$ cat src/hw/lj_pkg.sv
package lj_pkg;

	// Particle data
	localparam int COORD_W = 16; // Signed position coordinate
	localparam int DELTA_W = 17; // Neighbor minus reference
	localparam int R2_W = 35; // Sum of three squared deltas

	localparam int REF_MAX = 16;
	localparam int REF_AW = 4;
	localparam int NBR_MAX = 32;
	localparam int NBR_AW = 5;

	// Pair is kept for 0 < r2 < CUTOFF_2
	localparam int CUTOFF_2 = 16384;

	// Interpolation table, upper r2 bits pick the entry
	localparam int TBL_AW = 6;
	localparam int FRAC_W = 8; // Low r2 bits used as the fraction
	localparam int COEF_W = 16;
	localparam int SCALE_W = 24;
	localparam int FORCE_W = 32; // Wraps modulo 2**32

	localparam int PIPE_LAT = 6; // Pair issue to accumulation

	// APB address map, 13-bit byte address
	localparam logic [12:0] REG_CTRL = 13'h000;
	localparam logic [12:0] REG_STATUS = 13'h004;
	localparam logic [12:0] REG_COUNT = 13'h008;
	localparam logic [12:0] BASE_REF = 13'h400;
	localparam logic [12:0] BASE_NBR = 13'h800;
	localparam logic [12:0] BASE_TBL = 13'hC00;
	localparam logic [12:0] BASE_FORCE = 13'h1000;

	// Decoded target of an APB access
	typedef enum logic [2:0] {CTRL, STATUS, COUNT, REF, NBR, TBL, FORCE, NONE} region_e;

	typedef enum logic [1:0] {IDLE, RUN, DRAIN, FINISH} pair_state_e;

endpackage
$ cat src/hw/lj_apb_regs.sv
`timescale 1ns/100ps

module lj_apb_regs
(
	input  logic clk,
	input  logic rst,
	input  logic psel,
	input  logic penable,
	input  logic pwrite,
	input  logic [12:0] paddr,
	input  logic [31:0] pwdata,
	output logic [31:0] prdata,
	output logic pready,
	output logic pslverr,
	input  logic busy,
	output logic start,
	output logic [lj_pkg::REF_AW-1:0] ref_cnt,
	output logic [lj_pkg::NBR_AW-1:0] nbr_cnt,
	output logic ram_we_ref,
	output logic ram_we_nbr,
	output logic tbl_we_c0,
	output logic tbl_we_c1,
	output logic [lj_pkg::TBL_AW-1:0] wr_idx,
	output logic [1:0] wr_comp,
	output logic [lj_pkg::COORD_W-1:0] wr_data,
	output logic force_rd_en,
	output logic [lj_pkg::REF_AW-1:0] force_rd_idx,
	output logic [1:0] force_rd_comp,
	input  logic [lj_pkg::FORCE_W-1:0] force_rd_data,
	input  logic run_done
);

	lj_pkg::region_e region;
	logic access; // Access phase of a transfer
	logic wr_ok; // Write that is not locked out
	logic lock_err;
	logic rd_wait; // Force memory read in flight
	logic done_flag; // Sticky, cleared by start

	// Region decode, component 3 of a position entry is unmapped
	always_comb
	begin
		region = lj_pkg::NONE;
		if (paddr == lj_pkg::REG_CTRL)
			region = lj_pkg::CTRL;
		else if (paddr == lj_pkg::REG_STATUS)
			region = lj_pkg::STATUS;
		else if (paddr == lj_pkg::REG_COUNT)
			region = lj_pkg::COUNT;
		else if (paddr[12:8] == lj_pkg::BASE_REF[12:8] && paddr[3:2] != 2'd3)
			region = lj_pkg::REF; // 16 entries of 16 bytes
		else if (paddr[12:9] == lj_pkg::BASE_NBR[12:9] && paddr[3:2] != 2'd3)
			region = lj_pkg::NBR; // 32 entries
		else if (paddr[12:9] == lj_pkg::BASE_TBL[12:9])
			region = lj_pkg::TBL; // 64 entries of 8 bytes
		else if (paddr[12:8] == lj_pkg::BASE_FORCE[12:8] && paddr[3:2] != 2'd3)
			region = lj_pkg::FORCE;
	end

	assign access = psel & penable;
	assign wr_ok = access & pwrite & ~busy;

	// Loaded data and counts must not change under a running pipeline
	assign lock_err = busy & (pwrite ?
		(region inside {lj_pkg::REF, lj_pkg::NBR, lj_pkg::TBL, lj_pkg::COUNT}) :
		(region == lj_pkg::FORCE));

	assign start = wr_ok & (region == lj_pkg::CTRL) & pwdata[0];
	assign ram_we_ref = wr_ok & (region == lj_pkg::REF);
	assign ram_we_nbr = wr_ok & (region == lj_pkg::NBR);
	assign tbl_we_c0 = wr_ok & (region == lj_pkg::TBL) & ~paddr[2];
	assign tbl_we_c1 = wr_ok & (region == lj_pkg::TBL) & paddr[2];

	// Table index is address / 8, position index is address / 16
	assign wr_idx = (region == lj_pkg::TBL) ? paddr[8:3] : {1'b0, paddr[8:4]};
	assign wr_comp = paddr[3:2]; // x, y, z
	assign wr_data = pwdata[lj_pkg::COORD_W-1:0];

	// First access cycle of a force read launches the memory read
	assign force_rd_en = access & ~pwrite & (region == lj_pkg::FORCE) & ~busy & ~rd_wait;
	assign force_rd_idx = paddr[7:4];
	assign force_rd_comp = paddr[3:2];

	assign pready = access & ~force_rd_en; // One wait state on force reads only
	assign pslverr = access & lock_err;

	always_ff @(posedge clk)
	begin
		if (rst)
		begin
			rd_wait <= 1'b0;
			done_flag <= 1'b0;
			ref_cnt <= '0;
			nbr_cnt <= '0;
		end
		else
		begin
			rd_wait <= force_rd_en;
			if (start)
				done_flag <= 1'b0;
			else if (run_done)
				done_flag <= 1'b1;
			if (wr_ok && region == lj_pkg::COUNT)
			begin
				ref_cnt <= pwdata[3:0]; // Count minus 1
				nbr_cnt <= pwdata[12:8];
			end
		end
	end

	// Read mux, position and table regions are write only
	always_comb
	begin
		case (region)
			lj_pkg::STATUS: prdata = {30'd0, done_flag, busy};
			lj_pkg::COUNT: prdata = {19'd0, nbr_cnt, 4'd0, ref_cnt};
			lj_pkg::FORCE: prdata = rd_wait ? force_rd_data : 32'd0;
			default: prdata = 32'd0;
		endcase
	end

endmodule

$ cat config.mk
export PLATFORM = sky130hd
export DESIGN_NAME = lj_apb_regs
export DESIGN_NICKNAME = d
export VERILOG_FILES = /design/src/hw/lj_pkg.sv /design/src/hw/lj_apb_regs.sv
export SDC_FILE = /design/constraint.sdc
export NUM_CORES = 1
export LEC_CHECK = 0
export BUFFER_PORTS_ARGS = -buffer_cell sky130_fd_sc_hd__buf_2
export CAP_MARGIN = 20
export CORE_MARGIN = 5
export CORE_UTILIZATION = 28
export CTS_CLUSTER_SIZE = 28
export DETAILED_ROUTE_END_ITERATION = 6
export PLACE_DENSITY_LB_ADDON = 0.2
export SYNTH_ARGS = -nofsm -noshare
export SYNTH_HDL_FRONTEND = slang
export SYNTH_SLANG_ARGS = --single-unit
$ cat constraint.sdc
create_clock -name clk -period 1.3 [get_ports clk]
set_input_delay 0.065 -clock clk [delete_from_list [all_inputs] [get_ports clk]]
set_output_delay 0.065 -clock clk [all_outputs]
set_load 0.02 [all_outputs]
## Word-level counts from Yosys, hierarchy flattened

Index checks and enable logic that the tools add are counted.

| word-level totals | value |
|---|---|
| logic and storage cells | 58 |
| register bits after elaboration | 11 |
| output and inout bits | 79 |
| input port bits | 84 |

| operators by class | value |
|---|---|
| equal/unequal tests | 13 |
| bitwise gates (word level) | 22 |
| reductions and logical operators | 8 |
| muxes and demuxes | 11 |

Operators with widths:

| operator | count |
|---|---|
| $pmux 32 s3 | 1 |
| $mux 32 | 1 |
| $and 1x1->1 | 17 |
| $eq 13x3->1 const B | 1 |
| $eq 13x4->1 const B | 1 |
| $logic_not 13->1 | 1 |
| $mux 3 | 4 |
| $eq 3x3->1 const B | 3 |
| $eq 4x3->1 const B | 2 |
| $eq 3x2->1 const B | 2 |
| $mux 6 | 1 |
| $eq 5x3->1 const B | 1 |
| $eq 5x5->1 const B | 1 |
| $not 1->1 | 5 |
| $logic_and 1x1->1 | 4 |
| $mux 2 | 2 |
| $reduce_bool 4->1 | 1 |
| $eq 3x1->1 const B | 1 |
| $logic_not 3->1 | 1 |
| $mux 1 | 2 |
| $ne 2x2->1 const B | 1 |
| $reduce_or 2->1 | 1 |

## Longest topological paths before layout

| depth | value |
|---|---|
| depth in word-level cells | 15 |
| depth in mapped cells | 5 |
| gate-level depth less buffers | 4 |

## Worst setup path before layout

Ideal clock, no wire load.

| timing path | value |
|---|---|
| path kind | input-to-output |
| from | in paddr[7] |
| to | out pslverr |
| arrival | 1,499 ps |
| required time | 1,235 ps |
| setup slack | -264 ps |
| stages | 4 |
| path buffers | 0 |
| path through | nor4_2 a21oi_1 o211a_1 nor4_1 |

| on the way | value |
|---|---|
| longest elaborated chain between the ends | 9 |
| elaborated cells between the ends (all ways) | 15 |
| those cells by class | eq/ne (7); mux (4); bitwise (2); reduce/logical (2) |

RTL lines:

| element | line | RTL |
|---|---|---|
| start: declaration | lj_apb_regs.sv:10 | `input logic [12:0] paddr,` |
| $eq 13x4->1 | lj_apb_regs.sv:48 | `else if (paddr == lj_pkg::REG_COUNT)` |
| $mux 3 | lj_apb_regs.sv:48 |  |
| $mux 3 | lj_apb_regs.sv:46 | `else if (paddr == lj_pkg::REG_STATUS)` |
| $mux 3 (*) | lj_apb_regs.sv:44 | `if (paddr == lj_pkg::REG_CTRL)` |
| $eq 3x2->1 or $eq 3x3->1 (tied branches) | lj_apb_regs.sv:65 | `(region inside {lj_pkg::REF, lj_pkg::NBR, lj_pkg::TBL, lj_pkg::COUNT}) :` |
| $reduce_bool 4->1 | lj_apb_regs.sv:65 |  |
| $mux 1 (*) | lj_apb_regs.sv:64 | `assign lock_err = busy & (pwrite ?` |
| $and 1x1->1 (*) | lj_apb_regs.sv:64 |  |
| $and 1x1->1 (*) | lj_apb_regs.sv:85 | `assign pslverr = access & lock_err;` |
| end: declaration | lj_apb_regs.sv:14 | `output logic pslverr,` |

Every way passes the cells marked *; elsewhere a longest branch is shown, timed or not.

## Worst setup path after layout

| timing path | value |
|---|---|
| from | in paddr[8] |
| to | out start |

| on the way | value |
|---|---|
| longest elaborated chain between the ends | 12 |
| elaborated cells between the ends (all ways) | 17 |
| those cells by class | eq/ne (4); mux (7); bitwise (2); reduce/logical (4) |

RTL lines:

| element | line | RTL |
|---|---|---|
| $eq 5x5->1 | lj_apb_regs.sv:56 | `else if (paddr[12:8] == lj_pkg::BASE_FORCE[12:8] && paddr[3:2] != 2'd3)` |
| $logic_and 1x1->1 | lj_apb_regs.sv:56 |  |
| $mux 1 | lj_apb_regs.sv:56 |  |
| $mux 2 | lj_apb_regs.sv:54 | `else if (paddr[12:9] == lj_pkg::BASE_TBL[12:9])` |
| $mux 2 | lj_apb_regs.sv:52 | `else if (paddr[12:9] == lj_pkg::BASE_NBR[12:9] && paddr[3:2] != 2'd3)` |
| $mux 3 | lj_apb_regs.sv:50 | `else if (paddr[12:8] == lj_pkg::BASE_REF[12:8] && paddr[3:2] != 2'd3)` |
| $mux 3 | lj_apb_regs.sv:48 |  |
| $mux 3 | lj_apb_regs.sv:46 |  |
| $mux 3 (*) | lj_apb_regs.sv:44 |  |
| $logic_not 3->1 (*) | lj_apb_regs.sv:68 | `assign start = wr_ok & (region == lj_pkg::CTRL) & pwdata[0];` |
| $and 1x1->1 (*) (2 in series) | lj_apb_regs.sv:68 |  |
| end: declaration | lj_apb_regs.sv:16 | `output logic start,` |

Marks and branches as above.

==> reports/metrics.yaml <==
holdPathStages: 3
cts_tree: "yes"
cts_buffer_depth: 2
postSynthCellCount: 156
fp.dieH_um: 75.9
routed_wl_um: 5010
power_frac_comb_pct: 35.0
placed_area_um2: 1970
synth-compound-area-share_pct: 14.0
grt_pass1_wl_um: 7580
yosysSeqAreaShare_pct: 18.1
fp.dieArea_um2: 5760
synth_cell_type_count: 34
nets: 379
globalplace.congestion: 0.777
finalCritPeriodShare_pct: 111
hold_slack_ns: 0.0833
grt_pass1_vias: 1539
htreeDepth: 1
max_freq_mhz: 694
clock_latency_ns: 0.23
synth_common_cells: "27 x and2_1, 24 x buf_4, 23 x nand2_1"
ys_ff_latch: 11
setup_viol: 40
synthAdderAreaFrac_pct: 0
io-pin-count: 163
yosysMostFrequentCell: "and2_1"
cellLeakagePower_nw: 1.28
viasPerCell: 4.66
synth_xor_area_share_pct: 0
synth_top_area_share_pct: 18.1
violations: "setup timing"
die_w_um: 75.9
synth_top_family_by_area: "simple AND/OR/NAND/NOR gates"
postSynth.asyncResetShare_pct: 0
antenna_found_initial: 0
coreArea_um2: 4290
cp-end-kind: "output port"
cts_buffers: 3
postRouteAntennaNets: 0
min_delay_worst_endpoint: "nbr_cnt[2]$_SDFFE_PP0P_"
slew_viol_final: 0
num_vias: 1612
synthSimpleGateAreaFrac_pct: 36.3
crit_path_start_kind: "primary input"
relSlewSlack_pct: 76.6
drive_above_1_share_pct: 74.1
p_switching_mw: 0.314
io_buffers: 132
power.share.clock_pct: 32.5
required_ns: 1.24
cts-hold-fix-buffers: 0
dominantRegCellSynth: "dfxtp_1"
synthMuxAreaShare_pct: 12.0
clk_pin_slew_ns: 0.05
tightest_slew_ns: 0.350
antennaDiodeCount: 0
area_growth_pct: 106
first_iter_violations: 29
synth_edf_count: 0
synth.avg_cell_area_um2: 7.80
power_frac_seq_pct: 32.5
worstPathMaxFanout: 3
fin_tns_setup_ns: -2.05
powerDensity_nw_per_um2: 420
cp.arrival_ns: 1.38
crit_type: "primary input to output port"
grt_usage_pct: 15.3
initial_core_util_pct: 28.3
rsz0062_at_grt: "yes"
reg2reg_slack_ns: 0.30
hp-class: "primary input to register"
switching_share_pct: 29.9
p_int_mw: 0.736
skew_ns: 0
rr_endpoint: "rd_wait$_SDFF_PP0_"
stdcell_count: 346
synthesis.area_um2: 1220
dp_hpwl_um: 3730
place_inst: 332
grt_max_degree: 13
hp-start: "pwdata[10]"
synth_nets: 240
clockRootBuffer: "clkbuf_8"
period_needed_ns: 1.44
dr.pass1.iters: 4
r2r_start: "rd_wait$_SDFF_PP0_"
cts.sinks: 11
setup_ws_ns: -0.141
final_area_um2: 2500
gr-total-overflow: 0
hold_viol_final: 0
yosys-top-cells-area: "dfxtp_1 18%, buf_4 15%, and2_1 14%, mux2i_1 7.4%, nand2_1 7.1%"
rr_worst_depth: 4
drv_cap: 0
wire_per_inst_um: 14.5
outcome: "finished, violations left"
drc_errors: 0
rows: 24
yosysTopAreaCell: "dfxtp_1"
preCtsSetupSlack_ns: -0.312
synth_warnings: 0
peakVddDrop_mv: 0.367
## cell families (layout without fill, tap and decap cells)
| family | Yosys count | after routing |
|---|---|---|
| and+or+nand+nor | 73 | 73 |
| DFF | 11 | 11 |
| AOI/OAI and AO/OA | 21 | 21 |
| muxes | 14 | 14 |
| buffers and inverters | 37 | 175 |
## power by group through the flow
stage               registers, mW  logic [mW]  clock network, mW
finish                      0.341       0.367              0.341
global route                0.341       0.396              0.380
CTS                         0.341       0.354              0.358
detailed placement          0.348       0.329                  0
global placement            0.348       0.327                  0
floorplan                   0.348       0.191                  0
## metrics by stage
stage,utilization (%),total power [mW]
after floorplan,-,0.539
after global placement,45.9,0.675
after detailed placement,45.9,0.677
after CTS,50.8,1.05
after global routing,58.2,1.12
final,58.2,1.05
## worst max-delay path by stage
stage	depth (start not counted)	end	start	slack (ns)
after floorplan	5	nbr_cnt[0]$_SDFFE_PP0P_	paddr[9]	-0.08
after global placement	6	nbr_cnt[2]$_SDFFE_PP0P_	paddr[10]	-0.28
after detailed placement	6	ref_cnt[1]$_SDFFE_PP0P_	paddr[7]	-0.31
after CTS	7	start	paddr[12]	-0.16
after global routing	7	start	paddr[8]	-0.24
final	7	start	paddr[8]	-0.14
## final cells by class
type	count	area, um^2
fillers	391	1790
inverters	4	15.0
repair buffers	167	1220
flip-flops and latches	11	220
clock buffers	4	45.0
multi-input cells	108	931
well taps	52	65.1
## layout by cell type (no fill, tap or decap), types with 3 or more instances in the layout
| cell type | count |
|---|---|
| buf_2 | 91 |
| mux2i_1 | 9 |
| nor2_1 | 5 |
| a22o_1 | 7 |
| nand2_1 | 22 |
| clkbuf_8 | 3 |
| mux2_2 | 5 |
| and2_4 | 23 |
| and2_1 | 4 |
| nand4b_1 | 3 |
| inv_1 | 3 |
| buf_6 | 41 |
| dfxtp_1 | 11 |
| buf_4 | 31 |
| o21ai_2 | 3 |
## routing by layer
layer  up-vias  wire [um]  track usage, %
li1        797          -               -
met1       734       2020            18.3
met2        79       2550            26.7
met3         2        437            4.74
met4         0          4            3.02
met5         -          0               0
## timing repair
action | in CTS | in global routing
pin swaps | 10 | 23
setup buffers | 3 | 3
resized for setup | 37 | 87
endpoints found under the setup margin | 50 | 51
gates cloned | 1 | 3
## state kept, by name, summed over array words and instances (netlist names)
register,flops
rd_wait,1
nbr_cnt,5
done_flag,1
ref_cnt,4
## worst max-delay path: stages
cell and delay, ns:
buf_8 0.10, nor4_4 0.31, buf_4 0.17, nand4b_4 0.11, a211o_1 0.33, a21oi_2 0.15, buf_6 0.13
Note: power is estimated with default switching activity, not from simulation.
