==> config.mk <==
export PLATFORM = sky130hd
export DESIGN_NAME = lj_pair_ctrl
export DESIGN_NICKNAME = d
export VERILOG_FILES = /design/src/hw/lj_pkg.sv /design/src/hw/lj_pair_ctrl.sv
export SDC_FILE = /design/constraint.sdc
export NUM_CORES = 1
export LEC_CHECK = 0
export BUFFER_PORTS_ARGS = -buffer_cell sky130_fd_sc_hd__buf_2
export CORE_MARGIN = 2
export CORE_UTILIZATION = 51
export CTS_CLUSTER_DIAMETER = 120
export DETAILED_ROUTE_END_ITERATION = 16
export PLACE_DENSITY = 0.76
export SLEW_MARGIN = 30
export SYNTH_ARGS = -nofsm -noshare
export SYNTH_HDL_FRONTEND = slang
export SYNTH_SLANG_ARGS = --single-unit
export TNS_END_PERCENT = 5
==> constraint.sdc <==
create_clock -name clk -period 1.9 [get_ports clk]
set_input_delay 0.095 -clock clk [delete_from_list [all_inputs] [get_ports clk]]
set_output_delay 0.095 -clock clk [all_outputs]
set_load 0.02 [all_outputs]
==> src/hw/lj_pkg.sv <==
package lj_pkg;

	// Particle data
	localparam int COORD_W = 16; // Signed position coordinate
	localparam int DELTA_W = 17; // Neighbor minus reference
	localparam int R2_W = 35; // Sum of three squared deltas

	localparam int REF_MAX = 16;
	localparam int REF_AW = 4;
	localparam int NBR_MAX = 32;
	localparam int NBR_AW = 5;

	// Pair is kept for 0 < r2 < CUTOFF_2
	localparam int CUTOFF_2 = 16384;

	// Interpolation table, upper r2 bits pick the entry
	localparam int TBL_AW = 6;
	localparam int FRAC_W = 8; // Low r2 bits used as the fraction
	localparam int COEF_W = 16;
	localparam int SCALE_W = 24;
	localparam int FORCE_W = 32; // Wraps modulo 2**32

	localparam int PIPE_LAT = 6; // Pair issue to accumulation

	// APB address map, 13-bit byte address
	localparam logic [12:0] REG_CTRL = 13'h000;
	localparam logic [12:0] REG_STATUS = 13'h004;
	localparam logic [12:0] REG_COUNT = 13'h008;
	localparam logic [12:0] BASE_REF = 13'h400;
	localparam logic [12:0] BASE_NBR = 13'h800;
	localparam logic [12:0] BASE_TBL = 13'hC00;
	localparam logic [12:0] BASE_FORCE = 13'h1000;

	// Decoded target of an APB access
	typedef enum logic [2:0] {CTRL, STATUS, COUNT, REF, NBR, TBL, FORCE, NONE} region_e;

	typedef enum logic [1:0] {IDLE, RUN, DRAIN, FINISH} pair_state_e;

endpackage
==> src/hw/lj_pair_ctrl.sv <==
`timescale 1ns/100ps

module lj_pair_ctrl
(
	input  logic clk,
	input  logic rst,
	input  logic start,
	input  logic [lj_pkg::REF_AW-1:0] ref_cnt,
	input  logic [lj_pkg::NBR_AW-1:0] nbr_cnt,
	output logic [lj_pkg::REF_AW-1:0] ref_idx,
	output logic [lj_pkg::NBR_AW-1:0] nbr_idx,
	output logic pair_valid,
	output logic [lj_pkg::REF_AW-1:0] pair_ref,
	output logic pair_last,
	output logic busy,
	output logic done
);

	lj_pkg::pair_state_e state;
	logic [$clog2(lj_pkg::PIPE_LAT)-1:0] drain_cnt;
	logic nbr_end; // Final neighbor of the current reference

	assign nbr_end = (nbr_idx == nbr_cnt);
	assign busy = (state != lj_pkg::IDLE);
	assign done = (state == lj_pkg::FINISH); // Single cycle

	always_ff @(posedge clk)
	begin
		if (rst)
		begin
			state <= lj_pkg::IDLE;
			ref_idx <= '0;
			nbr_idx <= '0;
			drain_cnt <= '0;
			pair_valid <= 1'b0;
			pair_last <= 1'b0;
		end
		else
		begin
			// Tags line up with the memory read data
			pair_valid <= (state == lj_pkg::RUN);
			pair_last <= (state == lj_pkg::RUN) && nbr_end;
			case (state)
				lj_pkg::IDLE:
					if (start)
					begin
						ref_idx <= '0;
						nbr_idx <= '0;
						state <= lj_pkg::RUN;
					end
				lj_pkg::RUN: // One pair per cycle, neighbor loop innermost
					if (nbr_end)
					begin
						nbr_idx <= '0;
						if (ref_idx == ref_cnt)
						begin
							drain_cnt <= '0;
							state <= lj_pkg::DRAIN;
						end
						else
							ref_idx <= ref_idx + 1'b1;
					end
					else
						nbr_idx <= nbr_idx + 1'b1;
				lj_pkg::DRAIN: // Let the last pair reach the accumulator
					if (drain_cnt == lj_pkg::PIPE_LAT - 1)
						state <= lj_pkg::FINISH;
					else
						drain_cnt <= drain_cnt + 1'b1;
				default:
					state <= lj_pkg::IDLE;
			endcase
		end
	end

	always_ff @(posedge clk)
		pair_ref <= ref_idx;

endmodule

; ---- Yosys cells after proc, flatten, opt, wreduce, memory -nomap -nowiden
; Index checks and enable logic that the tools add are counted.
[word_totals]
ff_bits = 20
[classes]
n_addsub = 3
n_eq_ne = 12
mux = 16
reduce_logical = 9
[ops]
columns = operator, n
row1 = $mux 4, 3
row2 = $reduce_and 4->1, 3
row3 = $mux 5, 2
row4 = $ne 2x2->1 const B, 5
row5 = $pmux 5 s2, 1
row6 = $mux 3, 3
row7 = $mux 2, 4
row8 = $pmux 4 s2, 1
row9 = $pmux 2 s3, 1
row10 = $pmux 3 s2, 1
row11 = $reduce_bool 2->1, 3
row12 = $add 5x1->5 const B, 1
row13 = $eq 5x5->1, 1
row14 = $add 4x1->4 const B, 1
row15 = $eq 2x2->1 const B, 2
row16 = $eq 4x4->1, 1
row17 = $add 3x1->3 const B, 1
row18 = $eq 3x3->1 const B, 1
row19 = $eq 2x1->1 const B, 1
row20 = $logic_not 2->1, 1
row21 = $ne 2x1->1 const B, 1
row22 = $reduce_and 2->1, 1
row23 = $logic_and 1x1->1, 1

; ---- Depth between registers and ports, before layout
; Gate-level depths: netlist (run 1).
[logic_depth]
ltp_word = 4
ltp_mapped = 8
ltp_nobuf = 7

; ---- Least setup slack after synthesis (run 1)
; OpenSTA, ideal clock, no wires.
[synth_path]
kind = register -> register
startpoint = register state[1]
endpoint = register ref_idx[3] in the netlist's numbering
setup_ps = 92
arrival_ps = 1555
setup_slack_ps = 253
stages_incl_launch_ff = 9
n_path_buf = 1
path_cell_list = dfxtp_1 > inv_1 > ha_1 > buf_4 > mux2_4 > nand3_1 > o2bb2ai_2 > a21boi_0 > o32ai_1
[synth_between]
elab_chain_cells = 3
[synth_lines]
columns = item, line_no
row1 = from (decl), lj_pair_ctrl.sv:19  ; lj_pkg::pair_state_e state;
row2 = from (signal assigned), lj_pair_ctrl.sv:31  ; state <= lj_pkg::IDLE;
row3 = from (signal assigned), lj_pair_ctrl.sv:49  ; state <= lj_pkg::RUN;
row4 = from (signal assigned), lj_pair_ctrl.sv:58  ; state <= lj_pkg::DRAIN;
row5 = $eq 2x1->1 / $logic_not 2->1 (equally long branches), lj_pair_ctrl.sv:43  ; case (state)
row6 = $ne 2x2->1 (no line) / $reduce_bool 2->1 (equally long branches), --
row7 = $reduce_and 4->1 (no line), --
row8 = to (signal assigned), lj_pair_ctrl.sv:61  ; ref_idx <= ref_idx + 1'b1;
row9 = to (decl), lj_pair_ctrl.sv:10  ; output logic [lj_pkg::REF_AW-1:0] ref_idx,
; Parallel ways exist; a longest one is shown, timed or not.
; A chain may end at the register's enable or synchronous reset.

; ---- Worst setup path after layout (run 1)
[layout_path]
startpoint = register state[0]
endpoint = register ref_idx[3] in the netlist's numbering
; Same word-level chain as after synthesis.

==> results.toml, run 1 <==
[outcome]
outcome = "finished, final reports clean"

[clocking]
path_clk_slew_ns = 0.12
post_cts_resized = 0
clock_latency_ns = 0.31
root_buffer = "clkbuf_4"
htreeDepth = 1
hold_buffers = 0
cts_tree = "built"
cts_setup_buffers = 0
cts_sinks = 20
cts_buffers = 3
ctsLongestPathBuffers = 2

[finish]
drive_gt1_frac = 0.274
syn_to_final_growth_pct = 20.7
diodes = 0
design_area_um2 = 1320
nNetsFinal = 167
fillCellCount = 177

[timing]
max_freq_mhz = 589
slew_headroom = 0.778
period_needed_ns = 1.70
tightest_slew_ns = 0.333
period_share = 0.893
finalSetupTns_ns = 0
hold_violations = 0
clock_skew_ns = 0.00702
setup_violations = 0
rsz0062_at_grt = "no"
slew_violations = 0

[critical_path]
reg2reg_to = "ref_idx[3]"
worstPathRequired_ns = 2.10
slowest_delay_ns = 0.38
reg2reg_slack_ns = 0.20
r2r-start = "state[0]"
cpMaxStageDelayCell = "dfxtp_1"
path_cells = "inv_1 > ha_1 > mux2_4 > nand3_1 > o2bb2ai_2 > a21boi_0 > o32ai_1"
path_class = "reg2reg"
reg2reg_depth = 7
startpoint = "state[0]"
crit_path_max_fanout = 7
crit_arrival_ns = 1.90
critPathCaptureType = "flip-flop"
cp-start-kind = "flip-flop"

[pwr]
p_per_area_nw_per_um2 = 1160
irDropWorstVdd_mv = 0.810
p_leak_nw = 0.563

[placement]
io_buffer_count = 28
gp_congestion = 0.783
placed_area_um2 = 1270
hpwlAfterDp_um = 1680

[yosys]
syn_inst = 115
yosysTopAreaCellShare = 0.365
synthesis.area_um2 = 1100
ys_seq_area_frac = 0.365
ys_types = 35
ys_seq_elements = 20
avgSynthCellArea_um2 = 9.53
synth_top_cell_by_area = "dfxtp_1"
ys_warn_count = 0
synth.area.top_cells = "dfxtp_1 (37%), ha_1 (9.1%), xnor2_1 (8.0%)"
syn_nets = 135

[job]
maxCapViolCount = 0

[die]
row_count = 16
die_x_um = 50.4
io_pins = 29
die-area_um2 = 2540
die-height_um = 50.4
start_util = 0.547
core_um2 = 2000

[global_route]
grt_max_degree = 19
grt_usage = 0.184
gr-total-overflow = 0
antenna_found_initial = 0
grt_pass1_wl_um = 3540
grt_pass1_vias = 813

[drt]
routed_wl_um = 2150
wl_per_cell_um = 12.4
drtAntennaViolNets = 0
drc = 0
dr.first_iter.drc_count = 14
drt_pass1_iterations = 4
via_count = 923
via_per_inst = 5.34

[min_path]
min-delay-path-class = "in2reg"
hold-path-endpoint = "pair_valid"
hold_start = "rst"
worstHoldPathCells = 2
-- layer usage --
metal,global-route usage,share of wire
met3,0.0268,0.053
met2,0.322,0.51
met1,0.220,0.42
met5,0,0
met4,0.0856,0.013
-- layout make-up --
cell class / count / area (um2) / share of cell area
repair buffers: 30 / 155 / 0.117
well taps: 27 / 33.8 / 0.0255
clock inverters: 1 / 30.0 / 0.0227
clock buffers: 3 / 22.5 / 0.0170
inverters: 10 / 37.5 / 0.0284
multi-input cells: 82 / 643 / 0.486
flip-flops and latches: 20 / 400 / 0.303
-- cells in the mapped netlist --
master,number
a211oi_1,1
nand3b_1,2
buf_4,1
mux2i_1,4
mux2_4,1
nand2_1,13
a21boi_0,2
inv_1,10
a31o_1,1
or3_1,1
nor2_1,2
nor4b_1,1
o311ai_0,1
xor2_1,3
nand4_4,1
a21o_1,1
nand4_1,5
xnor2_1,10
nor3_1,6
dfxtp_1,20
a32o_1,1
ha_1,8
o31ai_4,1
nand3_2,1
o31ai_1,1
and2b_2,1
a21oi_1,2
or2_1,1
o21a_1,1
clkbuf_1,2
o2bb2ai_2,1
o32ai_1,4
o21ai_0,1
o22ai_1,1
nand3_1,3
-- where the power goes --
part | total, mW | leakage, nW | switching, mW | internal [mW]
Combinational | 0.654 | 0.373 | 0.374 | 0.281
Clock | 0.350 | 0.0279 | 0.137 | 0.213
Sequential | 0.529 | 0.162 | 0.0560 | 0.473
-- cells by family after synthesis --
group	after synthesis	share of synthesized area
flip-flops	20	0.365
XOR/XNOR	13	0.104
AO/OA/AOI/OAI	19	0.151
buffers and inverters	13	0.0480
adder cells (fa/ha/maj)	8	0.0913
multiplexers	5	0.0502
AND/OR/NAND/NOR	37	0.191
-- state kept, by name, summed over array words and instances, names as in the netlist --
signal,flops
nbr_idx,5
pair_ref,4
ref_idx,4
drain_cnt,3
state,2
pair_last,1
pair_valid,1
-- placed cells by master, fill, tap and decap left out, drive strengths merged, types with 2 or more instances in the layout --
master  netlist  layout
a21oi         2       2
o32ai         4       4
nor2          2       2
inv          10      10
nand4         6       6
nor3          6       6
ha            8       8
nand2        13      13
xor2          3       3
a21boi        2       2
o31ai         2       2
xnor2        10      10
mux2i         4       4
nand3         4       4
clkbuf        2       3
nand3b        2       2
buf           1      30
dfxtp        20      20
-- critical path, delay by kind of cell (launching register included) --
| family | cells | cell delay (ns) |
|---|---|---|
| adder cells (fa/ha/maj) | 1 | 0.22 |
| buffers and inverters | 1 | 0.09 |
| AO/OA/AOI/OAI | 3 | 0.55 |
| flip-flops | 1 | 0.38 |
| multiplexers | 1 | 0.26 |
| AND/OR/NAND/NOR | 1 | 0.09 |
-- how the worst max path moves through the flow --
| stage | endpoint | cells after the start | slack, ns |
|---|---|---|---|
| 2_1_floorplan | ref_idx[3] | 8 | 0.25 |
| 3_3_place_gp | state[1] | 5 | 0.28 |
| 3_5_place_dp | ref_idx[3] | 7 | 0.21 |
| 4_1_cts | ref_idx[3] | 7 | 0.20 |
| 5_1_grt | ref_idx[2] | 7 | 0.04 |
| 6_report | ref_idx[3] | 7 | 0.20 |
-- stage by stage --
step	instances	total power [mW]	util	setup WS (ns)	hold slack (ns)
after floorplan	115	1.03	-	0.253	0.382
after global placement	169	1.17	0.634	0.283	0.398
after detailed placement	169	1.19	0.634	0.212	0.408
after CTS	173	1.55	0.661	0.202	0.151
after global routing	173	1.64	0.661	0.0432	0.152
final	173	1.53	0.661	0.203	0.156
Note: power is estimated with default switching activity, not from simulation.
==> run 2, diff against run 1 <==
ABC_AREA = 1   (was unset)
MAX_ROUTING_LAYER = met4   (was unset)
PLACE_DENSITY = 0.75   (was 0.76)
==> results.toml, run 2 <==
[outcome]
outcome = "finished, final reports clean"

[critical_path]
cpMaxStageDelayCell = "dfxtp_1"
slowest_delay_ns = 0.40
reg2reg_slack_ns = 0.17
crit_arrival_ns = 1.92
crit_path_max_fanout = 10
path_class = "reg2reg"
crit_path_frequent_cell = "inv_1"
r2r-start = "state[0]"
cp-start-kind = "flip-flop"
reg2reg_to = "nbr_idx[0]"
endpoint = "nbr_idx[0]"
reg2reg_depth = 8
path_cells = "inv_1 > ha_1 > inv_1 > nor2_1 > a21oi_4 > inv_1 > o21ai_2 > a21oi_1"
critPathCaptureType = "flip-flop"
worstPathRequired_ns = 2.09
startpoint = "state[0]"

[pwr]
seq_power_share = 0.355
p_sw_frac = 0.451
combPwrFrac = 0.494
irDropWorstVdd_mv = 0.685
p_leak_nw = 0.733
p_per_area_nw_per_um2 = 1220
power_frac_clock = 0.151
internal_power_uw = 899
netSwitchingPower_uw = 738

[clocking]
clock_latency_ns = 0.30
cts_tree = "built"
hold_buffers = 0
root_buffer = "clkbuf_4"
cts_setup_buffers = 0
htreeDepth = 1
cts_buffers = 3
ctsLongestPathBuffers = 2
cts_sinks = 20
post_cts_resized = 0
path_clk_slew_ns = 0.11

[drt]
drtAntennaViolNets = 0
drc = 0
via_per_inst = 4.79
drt_pass1_iterations = 4
wl_per_cell_um = 9.73
via_count = 1073
dr.first_iter.drc_count = 12
routed_wl_um = 2180

[min_path]
min-delay-path-class = "in2reg"

[die]
die_x_um = 51.1
io_pins = 29
die-area_um2 = 2610
start_util = 0.527
core_um2 = 2150
die-height_um = 51.1
row_count = 17

[timing]
clock_skew_ns = 0.00781
period_share = 0.908
tightest_slew_ns = 0.313
slew_violations = 0
max_freq_mhz = 580
rsz0062_at_grt = "no"
setup_slack_ns = 0.175
finalSetupTns_ns = 0
setup_violations = 0
hold_violations = 0
slew_headroom = 0.789
period_needed_ns = 1.73

[placement]
placed_area_um2 = 1310
gp_congestion = 0.792
dp_cells = 220
hpwlAfterDp_um = 1740
io_buffer_count = 28
pre_cts_ws_ns = 0.193

[yosys]
yosysTopAreaCellShare = 0.354
synth.area.top_cells = "dfxtp_1 (35%), nand2_1 (15%), nor2_1 (9.0%)"
avgSynthCellArea_um2 = 6.90
ys_types = 20
synth_most_common_cell = "nand2_1"
ys_seq_elements = 20
synth_top_cell_by_area = "dfxtp_1"
ys_seq_area_frac = 0.354
syn_inst = 164
synth_edf_count = 0
synth_common_cells = "nand2_1 (46), nor2_1 (27), inv_1 (26)"
async_reset_ff_frac = 0
syn_nets = 184
ys_warn_count = 0
synthesis.area_um2 = 1130
ys.flop_type = "dfxtp_1"

[finish]
layout_common_cells = "nand2_1 (46), buf_2 (28), nor2_1 (27), inv_1 (26), dfxtp_1 (20)"
largest-register = "nbr_idx"
largestRegisters = "nbr_idx x5, pair_ref x4, ref_idx x4"
final_cells = 224
drive_gt1_frac = 0.214
design_area_um2 = 1340
post-route-util = 0.626
layout_commonest_cell = "nand2_1"
largest_reg_flops = 5
syn_to_final_growth_pct = 18.7
nNetsFinal = 217
diodes = 0

[global_route]
gr-total-overflow = 0
grt_max_degree = 12
antenna_found_initial = 0
grt_pass1_vias = 998
grt_pass1_wl_um = 3840
grt_usage = 0.199

[job]
maxCapViolCount = 0
run 2: metal layers:
layer | up-vias | track usage | routed length [um]
met3 | 7 | 0.0409 | 93
met1 | 468 | 0.209 | 986
li1 | 573 | - | -
met5 | - | - | 0
met2 | 25 | 0.351 | 1050
met4 | 0 | 0.0991 | 51
run 2: per-stage QoR:
| step | power [mW] | hold WS, ns |
|---|---|---|
| after floorplan | 1.21 | 0.164 |
| after global placement | 1.37 | 0.324 |
| after detailed placement | 1.40 | 0.331 |
| after CTS | 1.65 | 0.00191 |
| after global routing | 1.80 | 0.000916 |
| final | 1.64 | 0.00531 |
run 2: area by class of cell:
type                    instances  area [um2]
multi-input cells             115         623
flip-flops and latches         20         400
clock buffers                   4        36.3
fillers                       215         805
well taps                      28        35.0
repair buffers                 28         140
inverters                      29         109
run 2: how the worst min path moves through the flow:
stage          startpoint         end  cells after the start
6_report              rst  ref_idx[3]                      2
5_1_grt               rst  ref_idx[1]                      2
4_1_cts               rst  ref_idx[3]                      2
3_5_place_dp          rst  ref_idx[3]                      2
3_3_place_gp          rst  ref_idx[3]                      2
2_1_floorplan         rst  ref_idx[1]                      1
run 2: worst max-delay path: cells and delay by family, from the launching register on:
family	cells	cell delay, ns
compound gates	3	0.55
buf+inv	3	0.36
fa+ha+maj	1	0.21
simple gates	1	0.09
flops	1	0.40
run 2: logic make-up (layout without fill, tap and decap cells):
family | after synthesis | in the layout | share of synthesized area
AO/OA/AOI/OAI | 10 | 10 | 0.0597
XOR/XNOR | 7 | 7 | 0.0541
adder cells (fa/ha/maj) | 8 | 8 | 0.0884
buffers and inverters | 29 | 61 | 0.0961
flip-flops | 20 | 20 | 0.354
AND/OR/NAND/NOR | 90 | 90 | 0.348
run 2: power groups by stage:
stage,combinational (mW),clock [mW],sequential (mW)
2_1_floorplan,0.566,0,0.642
3_3_place_gp,0.788,0,0.584
3_5_place_dp,0.813,0,0.591
4_1_cts,0.814,0.252,0.581
5_1_grt,0.932,0.272,0.593
6_report,0.808,0.248,0.581
==> run 3, diff against run 2 <==
--- a/config.mk
+++ b/config.mk
@@ -9,3 +9,3 @@
 export BUFFER_PORTS_ARGS = -buffer_cell sky130_fd_sc_hd__buf_2
-export CORE_MARGIN = 2
+export CAP_MARGIN = 20
 export CORE_UTILIZATION = 51
==> constraint.sdc (replaced) <==
create_clock -name clk -period 1.9 [get_ports clk]
set_input_delay 0.475 -clock clk [delete_from_list [all_inputs] [get_ports clk]]
set_output_delay 0.475 -clock clk [all_outputs]
set_load 0.02 [all_outputs]
==> results.toml, run 3 (synthesis results as in run 2) <==
[critical_path]
cpMaxStageDelayCell = "dfxtp_1"
worstPathRequired_ns = 1.42
crit_path_frequent_cell = "inv_1"
path_class = "reg2out"
path_cells = "inv_1 > ha_1 > inv_1 > buf_2"
slowest_delay_ns = 0.39
crit_path_max_fanout = 4
crit_arrival_ns = 1.31
critPathCaptureType = "output pin"
cp-start-kind = "flip-flop"

[timing]
period_needed_ns = 1.79
slew_headroom = 0.800
hold_violations = 0
period_share = 0.940
max_freq_mhz = 560
rsz0062_at_grt = "no"
tightest_slew_ns = 0.297
setup_violations = 0
clock_skew_ns = 0.00564
slew_violations = 0
setup_slack_ns = 0.113
finalSetupTns_ns = 0

[pwr]
internal_power_uw = 899
seq_power_share = 0.352
p_per_area_nw_per_um2 = 1220
combPwrFrac = 0.498
p_leak_nw = 0.733
netSwitchingPower_uw = 740
p_sw_frac = 0.451
power_frac_clock = 0.150
p_total_mw = 1.64
irDropWorstVdd_mv = 0.746

[job]
maxCapViolCount = 0

[placement]
hpwlAfterDp_um = 1770
pre_cts_ws_ns = 0.185
gp_congestion = 0.858
io_buffer_count = 28

[drt]
drt_pass1_iterations = 4
dr.first_iter.drc_count = 17
drtAntennaViolNets = 0
routed_wl_um = 2270
wl_per_cell_um = 10.2
via_count = 1070
via_per_inst = 4.80
drc = 0

[clocking]
post_cts_resized = 0
cts_tree = "built"
hold_buffers = 0
path_clk_slew_ns = 0.12
cts_setup_buffers = 0
ctsLongestPathBuffers = 2
htreeDepth = 1
root_buffer = "clkbuf_4"
cts_sinks = 20
cts_buffers = 3
clock_latency_ns = 0.30

[finish]
fillCellCount = 182
seq_area_um2 = 400
layout_common_cells = "nand2_1 (46), buf_2 (28), nor2_1 (27), inv_1 (26), dfxtp_1 (20)"
largest_reg_flops = 5
largestRegisters = "nbr_idx x5, pair_ref x4, ref_idx x4"
largest-register = "nbr_idx"
diodes = 0
multi_input_area_um2 = 623
layout_commonest_cell = "nand2_1"
syn_to_final_growth_pct = 18.6
nNetsFinal = 217
drive_gt1_frac = 0.214

[min_path]
min-delay-path-class = "in2reg"

[die]
die-height_um = 49.1
row_count = 16
die_x_um = 49.1
die-area_um2 = 2410
core_um2 = 2020
io_pins = 29
start_util = 0.560

[global_route]
gr-total-overflow = 0
antenna_found_initial = 0
grt_pass1_wl_um = 3980
grt_pass1_vias = 987
grt_max_degree = 12
grt_usage = 0.215

[outcome]
outcome = "finished, final reports clean"
run 3: worst paths after layout:
kind,to,depth (start not counted),startpoint,slack [ns]
worst max-delay path,busy,4,state[0],0.11
worst min-delay path,ref_idx[3],2,rst,0.40
worst max register to register,nbr_idx[0],8,state[0],0.16
worst min register to register,pair_ref[0],0,ref_idx[0],0.45
run 3: layout make-up:
class	instances	area share
Multi-Input combinational cell	115	0.464
Sequential cell	20	0.298
Timing Repair Buffer	28	0.104
Inverter	29	0.0811
Clock buffer	4	0.0270
Tap cell	27	0.0252
run 3: layer usage:
layer	wire length [um]	vias to the layer above	global-route usage
li1	-	570	-
met3	80	6	0.0343
met2	1030	19	0.368
met1	1120	475	0.258
met4	43	0	0.0637
met5	0	-	-
run 3: per-stage QoR:
stage / util / hold WS [ns] / area (um2) / cells
global route: 0.664 / 0.385 / 1340 / 223
detailed placement: 0.646 / 0.425 / 1310 / 219
CTS: 0.664 / 0.400 / 1340 / 223
floorplan: - / 0.489 / 1130 / 164
global placement: 0.646 / 0.414 / 1310 / 219
finish: 0.664 / 0.402 / 1340 / 223
run 3: power by group through the flow:
stage                     Sequential, mW  Combinational (mW)  Clock (mW)
after global placement             0.584               0.790           0
after detailed placement           0.587               0.813           0
after CTS                          0.577               0.819       0.250
after floorplan                    0.642               0.566           0
after global routing               0.589               0.936       0.268
final                              0.577               0.817       0.245
run 3: worst max-delay path: cells and delay by family, from the launching register on:
kind | cells | cell delay (ns)
flops | 1 | 0.39
fa+ha+maj | 1 | 0.20
buf+inv | 3 | 0.42
